## config.mk

```make
export PLATFORM = sky130hd
export DESIGN_NAME = lsu_top
export DESIGN_NICKNAME = d
export VERILOG_FILES = /design/src/rtl/lsu_pkg.sv /design/src/rtl/lsu_top.sv /design/src/rtl/lsu_load_extend.sv /design/src/rtl/lsu_dmem_ctrl.sv /design/src/rtl/lsu_access_check.sv
export VERILOG_INCLUDE_DIRS = /design/src /design/src/include
export SDC_FILE = /design/constraint.sdc
export NUM_CORES = 1
export LEC_CHECK = 0
export ABC_CLOCK_PERIOD_IN_PS = 1370
export BUFFER_PORTS_ARGS = -buffer_cell sky130_fd_sc_hd__buf_2
export CORE_MARGIN = 10
export CORE_UTILIZATION = 26
export DETAILED_ROUTE_END_ITERATION = 10
export GPL_ROUTABILITY_DRIVEN = 0
export GPL_TIMING_DRIVEN = 0
export PLACE_DENSITY_LB_ADDON = 0.25
export SKIP_CTS_REPAIR_TIMING = 1
export SLEW_MARGIN = 20
export SYNTH_ARGS = -nofsm -noshare
export SYNTH_HDL_FRONTEND = slang
export SYNTH_HIERARCHICAL = 1
export SYNTH_SLANG_ARGS = --single-unit
```

## constraint.sdc

```tcl
create_clock -name clk -period 1.37 [get_ports clk]
set_input_delay 0.137 -clock clk [delete_from_list [all_inputs] [get_ports clk]]
set_output_delay 0.137 -clock clk [all_outputs]
set_load 0.05 [all_outputs]
```

## src/include/lsu_macros.svh

```systemverilog
`ifndef LSU_MACROS_SVH
`define LSU_MACROS_SVH

// ----------------------------------------
// Datapath widths
// ----------------------------------------

// Address and data width, RV32
`define LSU_XLEN  32

// ----------------------------------------
// Encoded field widths
// ----------------------------------------

// LSU command field from EXU
`define LSU_CMD_W 4

// Exception code field back to EXU
`define LSU_EXC_W 4

`endif // LSU_MACROS_SVH
```

## src/rtl/lsu_pkg.sv

```systemverilog
`include "lsu_macros.svh"

package lsu_pkg;

    // ----------------------------------------
    // EXU side encodings
    // ----------------------------------------

    typedef enum logic [`LSU_CMD_W-1:0] {
        LSU_CMD_NONE = 4'd0,  // Idle / no access
        LSU_CMD_LB   = 4'd1,
        LSU_CMD_LH   = 4'd2,
        LSU_CMD_LW   = 4'd3,
        LSU_CMD_LBU  = 4'd4,
        LSU_CMD_LHU  = 4'd5,
        LSU_CMD_SB   = 4'd6,
        LSU_CMD_SH   = 4'd7,
        LSU_CMD_SW   = 4'd8
    } lsu_cmd_e;

    // Subset of mcause codes the LSU can raise
    typedef enum logic [`LSU_EXC_W-1:0] {
        EXC_CODE_NONE            = 4'd0,
        EXC_CODE_LD_MISALIGN     = 4'd4,
        EXC_CODE_LD_ACCESS_FAULT = 4'd5,
        EXC_CODE_ST_MISALIGN     = 4'd6,
        EXC_CODE_ST_ACCESS_FAULT = 4'd7
    } lsu_exc_code_e;

    // ----------------------------------------
    // DMEM side encodings
    // ----------------------------------------

    typedef enum logic [1:0] {
        MEM_RESP_NOTRDY = 2'd0,  // No response this cycle
        MEM_RESP_RDY_OK = 2'd1,
        MEM_RESP_RDY_ER = 2'd2   // Bus error
    } mem_resp_e;

    typedef enum logic [1:0] {
        MEM_WIDTH_BYTE  = 2'd0,
        MEM_WIDTH_HWORD = 2'd1,
        MEM_WIDTH_WORD  = 2'd2
    } mem_width_e;

    localparam logic MEM_CMD_RD = 1'b0;  // Single bit memory command
    localparam logic MEM_CMD_WR = 1'b1;

    // Read word seen as bytes or as halfwords
    typedef union packed {
        logic [`LSU_XLEN/8-1:0][7:0]   bytes;
        logic [`LSU_XLEN/16-1:0][15:0] hwords;
    } lsu_data_u;

endpackage

```

## src/rtl/lsu_top.sv

```systemverilog
`timescale 1ns/1ps
`include "lsu_macros.svh"

module lsu_top (
    input  logic                   clk,
    input  logic                   rst_n,

    // EXU side
    input  logic                   exu_req_i,
    input  lsu_pkg::lsu_cmd_e      exu_cmd_i,
    input  logic [`LSU_XLEN-1:0]   exu_addr_i,
    input  logic [`LSU_XLEN-1:0]   exu_sdata_i,
    output logic                   lsu_rdy_o,      // Response cycle
    output logic [`LSU_XLEN-1:0]   lsu_ldata_o,
    output logic                   lsu_exc_o,
    output lsu_pkg::lsu_exc_code_e lsu_exc_code_o,

    // DMEM side
    output logic                   dmem_req_o,
    output logic                   dmem_cmd_o,
    output lsu_pkg::mem_width_e    dmem_width_o,
    output logic [`LSU_XLEN-1:0]   dmem_addr_o,
    output logic [`LSU_XLEN-1:0]   dmem_wdata_o,
    input  logic                   dmem_req_ack_i,
    input  logic [`LSU_XLEN-1:0]   dmem_rdata_i,
    input  lsu_pkg::mem_resp_e     dmem_resp_i
);

    import lsu_pkg::*;

    logic          is_store;    // Decoded from live command
    mem_width_e    width;
    logic          mslgn_exc;
    lsu_exc_code_e mslgn_code;
    lsu_cmd_e      cmd_ff;      // Drives load extension

    // Address and store data go straight through
    assign dmem_addr_o  = exu_addr_i;
    assign dmem_wdata_o = exu_sdata_i;

    // ----------------------------------------
    // Submodules
    // ----------------------------------------

    lsu_access_check u_access_check (
        .exu_req_i      (exu_req_i),
        .exu_cmd_i      (exu_cmd_i),
        .exu_addr_low_i (exu_addr_i[1:0]),
        .is_load_o      (),            // Only used inside for the code
        .is_store_o     (is_store),
        .width_o        (width),
        .mslgn_exc_o    (mslgn_exc),
        .mslgn_code_o   (mslgn_code)
    );

    lsu_dmem_ctrl u_dmem_ctrl (
        .clk            (clk),
        .rst_n          (rst_n),
        .exu_req_i      (exu_req_i),
        .exu_cmd_i      (exu_cmd_i),
        .is_store_i     (is_store),
        .width_i        (width),
        .mslgn_exc_i    (mslgn_exc),
        .mslgn_code_i   (mslgn_code),
        .dmem_req_ack_i (dmem_req_ack_i),
        .dmem_resp_i    (dmem_resp_i),
        .dmem_req_o     (dmem_req_o),
        .dmem_cmd_o     (dmem_cmd_o),
        .dmem_width_o   (dmem_width_o),
        .cmd_ff_o       (cmd_ff),
        .lsu_rdy_o      (lsu_rdy_o),
        .lsu_exc_o      (lsu_exc_o),
        .lsu_exc_code_o (lsu_exc_code_o)
    );

    lsu_load_extend u_load_extend (
        .cmd_ff_i       (cmd_ff),
        .dmem_rdata_i   (dmem_rdata_i),
        .lsu_ldata_o    (lsu_ldata_o)
    );

endmodule

```

## src/rtl/lsu_load_extend.sv

```systemverilog
`timescale 1ns/1ps
`include "lsu_macros.svh"

module lsu_load_extend (
    input  lsu_pkg::lsu_cmd_e     cmd_ff_i,      // Registered command
    input  logic [`LSU_XLEN-1:0]  dmem_rdata_i,  // Raw word from DMEM
    output logic [`LSU_XLEN-1:0]  lsu_ldata_o
);

    import lsu_pkg::*;

    lsu_data_u rdata;  // Byte / halfword views of read word
    logic [7:0]  rd_byte;
    logic [15:0] rd_hword;

    // ----------------------------------------
    // Field select
    // ----------------------------------------

    assign rdata    = dmem_rdata_i;
    assign rd_byte  = rdata.bytes[0];   // DMEM returns data in low lanes
    assign rd_hword = rdata.hwords[0];

    // ----------------------------------------
    // Extension
    // ----------------------------------------

    always_comb begin
        case (cmd_ff_i)
            LSU_CMD_LB:  lsu_ldata_o = {{(`LSU_XLEN-8){rd_byte[7]}}, rd_byte};
            LSU_CMD_LBU: lsu_ldata_o = {{(`LSU_XLEN-8){1'b0}}, rd_byte};
            LSU_CMD_LH:  lsu_ldata_o = {{(`LSU_XLEN-16){rd_hword[15]}}, rd_hword};
            LSU_CMD_LHU: lsu_ldata_o = {{(`LSU_XLEN-16){1'b0}}, rd_hword};
            default:     lsu_ldata_o = dmem_rdata_i;  // LW and stores, full word
        endcase
    end

endmodule

```

## src/rtl/lsu_dmem_ctrl.sv

```systemverilog
`timescale 1ns/1ps

module lsu_dmem_ctrl (
    input  logic                   clk,
    input  logic                   rst_n,
    input  logic                   exu_req_i,
    input  lsu_pkg::lsu_cmd_e      exu_cmd_i,
    input  logic                   is_store_i,      // Decoded store flag
    input  lsu_pkg::mem_width_e    width_i,
    input  logic                   mslgn_exc_i,
    input  lsu_pkg::lsu_exc_code_e mslgn_code_i,
    input  logic                   dmem_req_ack_i,  // DMEM took the request
    input  lsu_pkg::mem_resp_e     dmem_resp_i,
    output logic                   dmem_req_o,
    output logic                   dmem_cmd_o,      // 0 read, 1 write
    output lsu_pkg::mem_width_e    dmem_width_o,
    output lsu_pkg::lsu_cmd_e      cmd_ff_o,        // Command of access in flight
    output logic                   lsu_rdy_o,
    output logic                   lsu_exc_o,
    output lsu_pkg::lsu_exc_code_e lsu_exc_code_o
);

    import lsu_pkg::*;

    localparam logic FSM_IDLE = 1'b0;
    localparam logic FSM_BUSY = 1'b1;

    logic fsm_state;     // Idle/busy
    logic fsm_idle;
    logic req_accepted;  // Handshake done this cycle
    logic resp_ok;
    logic resp_er;
    logic resp_rcvd;     // Any final response while busy
    logic store_ff;      // In-flight access is a store

    // ----------------------------------------
    // Response decode
    // ----------------------------------------

    assign resp_ok   = (dmem_resp_i == MEM_RESP_RDY_OK);
    assign resp_er   = (dmem_resp_i == MEM_RESP_RDY_ER);
    assign resp_rcvd = ~fsm_idle & (resp_ok | resp_er);  // Ignore stray responses

    // ----------------------------------------
    // Idle/busy FSM
    // ----------------------------------------

    assign fsm_idle     = (fsm_state == FSM_IDLE);
    assign req_accepted = dmem_req_o & dmem_req_ack_i;

    always_ff @(posedge clk or negedge rst_n) begin
        if (!rst_n) begin
            fsm_state <= FSM_IDLE;
        end else if (fsm_idle) begin
            if (req_accepted) fsm_state <= FSM_BUSY;  // Busy from next cycle
        end else if (resp_rcvd) begin
            fsm_state <= FSM_IDLE;
        end
    end

    // Capture command with the handshake
    always_ff @(posedge clk or negedge rst_n) begin
        if (!rst_n) begin
            cmd_ff_o <= LSU_CMD_NONE;
            store_ff <= 1'b0;
        end else if (req_accepted) begin
            cmd_ff_o <= exu_cmd_i;
            store_ff <= is_store_i;
        end
    end

    // ----------------------------------------
    // DMEM request
    // ----------------------------------------

    // Held while ack is low, EXU keeps inputs stable
    assign dmem_req_o   = exu_req_i & fsm_idle & ~mslgn_exc_i;
    assign dmem_cmd_o   = is_store_i ? MEM_CMD_WR : MEM_CMD_RD;
    assign dmem_width_o = width_i;

    // ----------------------------------------
    // EXU response
    // ----------------------------------------

    assign lsu_rdy_o = resp_rcvd;
    assign lsu_exc_o = (resp_rcvd & resp_er) | mslgn_exc_i;

    // Access fault wins, misalign code is NONE otherwise
    always_comb begin
        if (resp_rcvd & resp_er) begin
            lsu_exc_code_o = store_ff ? EXC_CODE_ST_ACCESS_FAULT
                                      : EXC_CODE_LD_ACCESS_FAULT;
        end else begin
            lsu_exc_code_o = mslgn_code_i;
        end
    end

endmodule

```

## src/rtl/lsu_access_check.sv

```systemverilog
`timescale 1ns/1ps

module lsu_access_check (
    input  logic                   exu_req_i,       // Access request from EXU
    input  lsu_pkg::lsu_cmd_e      exu_cmd_i,       // Raw command
    input  logic [1:0]             exu_addr_low_i,  // Address bits [1:0]
    output logic                   is_load_o,
    output logic                   is_store_o,
    output lsu_pkg::mem_width_e    width_o,         // Access size
    output logic                   mslgn_exc_o,     // Misaligned, request high
    output lsu_pkg::lsu_exc_code_e mslgn_code_o
);

    import lsu_pkg::*;

    logic addr_mslgn;  // Address not aligned to access size

    // ----------------------------------------
    // Command decode
    // ----------------------------------------

    always_comb begin
        is_load_o  = 1'b0;
        is_store_o = 1'b0;
        width_o    = MEM_WIDTH_WORD;  // Default for NONE, harmless
        case (exu_cmd_i)
            LSU_CMD_LB,
            LSU_CMD_LBU: begin
                is_load_o = 1'b1;
                width_o   = MEM_WIDTH_BYTE;
            end
            LSU_CMD_LH,
            LSU_CMD_LHU: begin
                is_load_o = 1'b1;
                width_o   = MEM_WIDTH_HWORD;
            end
            LSU_CMD_LW:  is_load_o = 1'b1;
            LSU_CMD_SB: begin
                is_store_o = 1'b1;
                width_o    = MEM_WIDTH_BYTE;
            end
            LSU_CMD_SH: begin
                is_store_o = 1'b1;
                width_o    = MEM_WIDTH_HWORD;
            end
            LSU_CMD_SW:  is_store_o = 1'b1;
            default: ;  // NONE, nothing to do
        endcase
    end

    // ----------------------------------------
    // Misalignment
    // ----------------------------------------

    // Bytes never misalign
    assign addr_mslgn  = ((width_o == MEM_WIDTH_HWORD) & exu_addr_low_i[0])
                       | ((width_o == MEM_WIDTH_WORD)  & (|exu_addr_low_i));
    assign mslgn_exc_o = exu_req_i & addr_mslgn & (is_load_o | is_store_o);

    always_comb begin
        if (!mslgn_exc_o)    mslgn_code_o = EXC_CODE_NONE;
        else if (is_store_o) mslgn_code_o = EXC_CODE_ST_MISALIGN;
        else                 mslgn_code_o = EXC_CODE_LD_MISALIGN;
    end

endmodule

```

==> run_results.csv <==
group,metric,value,unit
yosys,syn_area_per_cell,8.17,µm²
yosys,synthCells,159,
status,failed_checks,"negative setup slack",
critical_path,cp-end-kind,"output port",
clock_network,clockRootBuffer,"clkbuf_8",
run,max-cap-violations,0,
sta,rsz0062_at_grt,"yes",
critical_path,critPathSlowestCell,"or3b_4",
sta,clock.fmax,525,MHz
layout,final_layout_size_suffix_gt1_share,91.0,%
critical_path,path_buf_inv,2,
critical_path,slowest_delay,0.45,ns
placed_design,hpwl,5.23,mm
die,die_height,90.7,µm
die,start_util,27.1,%
pwr,p_leak,0.00159,µW
clock_network,clockBufferDepth,2,
layout,postLayoutCellArea,0.00288,mm²
critical_path,reg2reg_from,"u_dmem_ctrl/fsm_state$_DFF_PN0_",
placed_design,io_buffers,141,
layout,final_core_util,60.2,%
die,die_area,0.00822,mm²
die,ioPinCount,212,
critical_path,critical_path.endpoint,"lsu_ldata_o[29]",
grt,grt_pass1_wl,8.40,mm
status,status,"finished, violations left",
drt,drc,0,
hold_path,hold_class,"in -> reg",
sta,max-slew-margin-rel,63.9,%
pwr,finalPower,3670,µW
drt,wirelength,6.23,mm
die,fp.dieW,90.7,µm
placed_design,place_area,0.00231,mm²
critical_path,critPathKind,"reg -> out",
grt,track_usage,12.2,%
sta,fin_ws,-0.535,ns
sta,hold_viol_final,0,
clock_network,clock_latency,0.22,ns
pwr,ir_worst_vdd,0.503,mV
sta,fin_worst_skew,0.00162,ns
drt,vias,1598,
yosys,yosys_warnings,6,
critical_path,cp-start-kind,"flip-flop",
clock_network,cts_num_sinks,6,
critical_path,critPathArrivalTime,1.77,ns
critical_path,cp-startpoint,"u_dmem_ctrl/cmd_ff_o[2]$_DFFE_PN0P_",
hold_path,hold_start,"exu_cmd_i[1]",
drt,dr.pass1.iters,4,
sta,fin_crit_sh,139,%
critical_path,r2r_slack,-0.12,ns
grt,grt_overflow_total,0,
critical_path,crit_fanout,10,
sta,worstMarginPinSlew,0.541,ns
sta,tns,-13.87,ns
layout,num_antenna_cells,0,
drt,ant_nets,0,
sta,period_minus_slack,1.90,ns
critical_path,worst_r2r_endpoint,"u_dmem_ctrl/cmd_ff_o[1]$_DFFE_PN0P_",
sta,slew_violations,0,
critical_path,rr_worst_depth,2,
clock_network,htree_levels,1,
yosys,synth_area,0.00130,mm²
grt,grt_max_degree,11,
sta,finalSetupViolations,35,
die,core_area,0.00479,mm²
layout,final_net_count,430,
critical_path,worst_ep_required_time,1.23,ns
clock_network,cts_buffers,3,
grt,grt_pass1_vias,1609,
critical_path,cp_num_cells,5,
drt,avgRoutedWirePerCell,16.1,µm
clock_network,clk_pin_slew,0.04,ns
pwr,power_density,1270,mW/mm²
drt,drt_iter0_drc,14,
clock_network,cts_tree,"yes",
drt,drt-vias-per-instance,4.12,
die,rows,25,
layout,area_delta_synth_final,122,%
critical_path,cp_top_family,"simple AND/OR/NAND/NOR gates",
critical_path,crit_path_cell_trace,"o21ai_1 -> or3b_4 -> buf_12 -> a21o_4 -> buf_8",
grt,antenna_found_initial,0,
-- worst min-delay path by stage --
stage / to / cells after the start
after detailed placement: u_dmem_ctrl/cmd_ff_o[3]$_DFFE_PN0P_ / 1
after global routing: u_dmem_ctrl/cmd_ff_o[1]$_DFFE_PN0P_ / 2
final: u_dmem_ctrl/cmd_ff_o[1]$_DFFE_PN0P_ / 2
after global placement: u_dmem_ctrl/cmd_ff_o[0]$_DFFE_PN0P_ / 1
after floorplan: u_dmem_ctrl/cmd_ff_o[0]$_DFFE_PN0P_ / 0
after CTS: u_dmem_ctrl/cmd_ff_o[2]$_DFFE_PN0P_ / 1
-- through the flow --
step	hold slack [ns]	std cells	setup WS (ns)
global placement	-0.0386	368	-0.612
finish	0.148	388	-0.535
global route	0.145	388	-0.611
CTS	-0.276	371	-0.865
detailed placement	-0.0325	368	-0.610
floorplan	-0.159	160	-0.227
-- routing by layer --
layer | share of wire [%] | GRT usage (%) | vias up
met5 | 0 | 0 | -
met4 | 0.67 | 2.79 | 0
met3 | 14 | 6.90 | 5
met2 | 53 | 22.4 | 117
met1 | 32 | 11.5 | 704
li1 | - | - | 772
-- cell usage in the layout, fill, tap and decap left out, types with 2 or more instances in the layout --
cell type	count
a21o_2	3
buf_4	87
mux2_4	6
a21o_4	21
nor2b_1	2
conb_1	2
dfrtp_2	4
nand2_4	2
buf_8	25
buf_12	2
nand2_1	3
dfrtp_1	2
clkbuf_8	3
buf_6	18
o21ai_1	3
nand3b_1	2
buf_2	110
-- sequential cells by signal, summed over array words and instances, names as in the netlist --
signal,count
u_dmem_ctrl/fsm_state,1
u_dmem_ctrl/store_ff,1
u_dmem_ctrl/cmd_ff_o,4
-- area by class of cell --
class / instances / area [µm²]
fill: 414 / 1900
timing repair buffer: 160 / 1170
multi-input combinational: 68 / 767
buffer: 83 / 666
sequential: 6 / 155
tap: 67 / 83.8
clock buffer: 3 / 41.3
inverter: 1 / 3.75
-- power by group --
part | internal [µW] | switching [µW] | leakage, µW | total, µW
logic | 1370 | 1740 | 0.00150 | 3110
clock network | 189 | 77.1 | 0.0000216 | 266
registers | 225 | 75.2 | 0.0000686 | 300
total | 1780 | 1890 | 0.00159 | 3670
(Power assumes the default switching activity.)
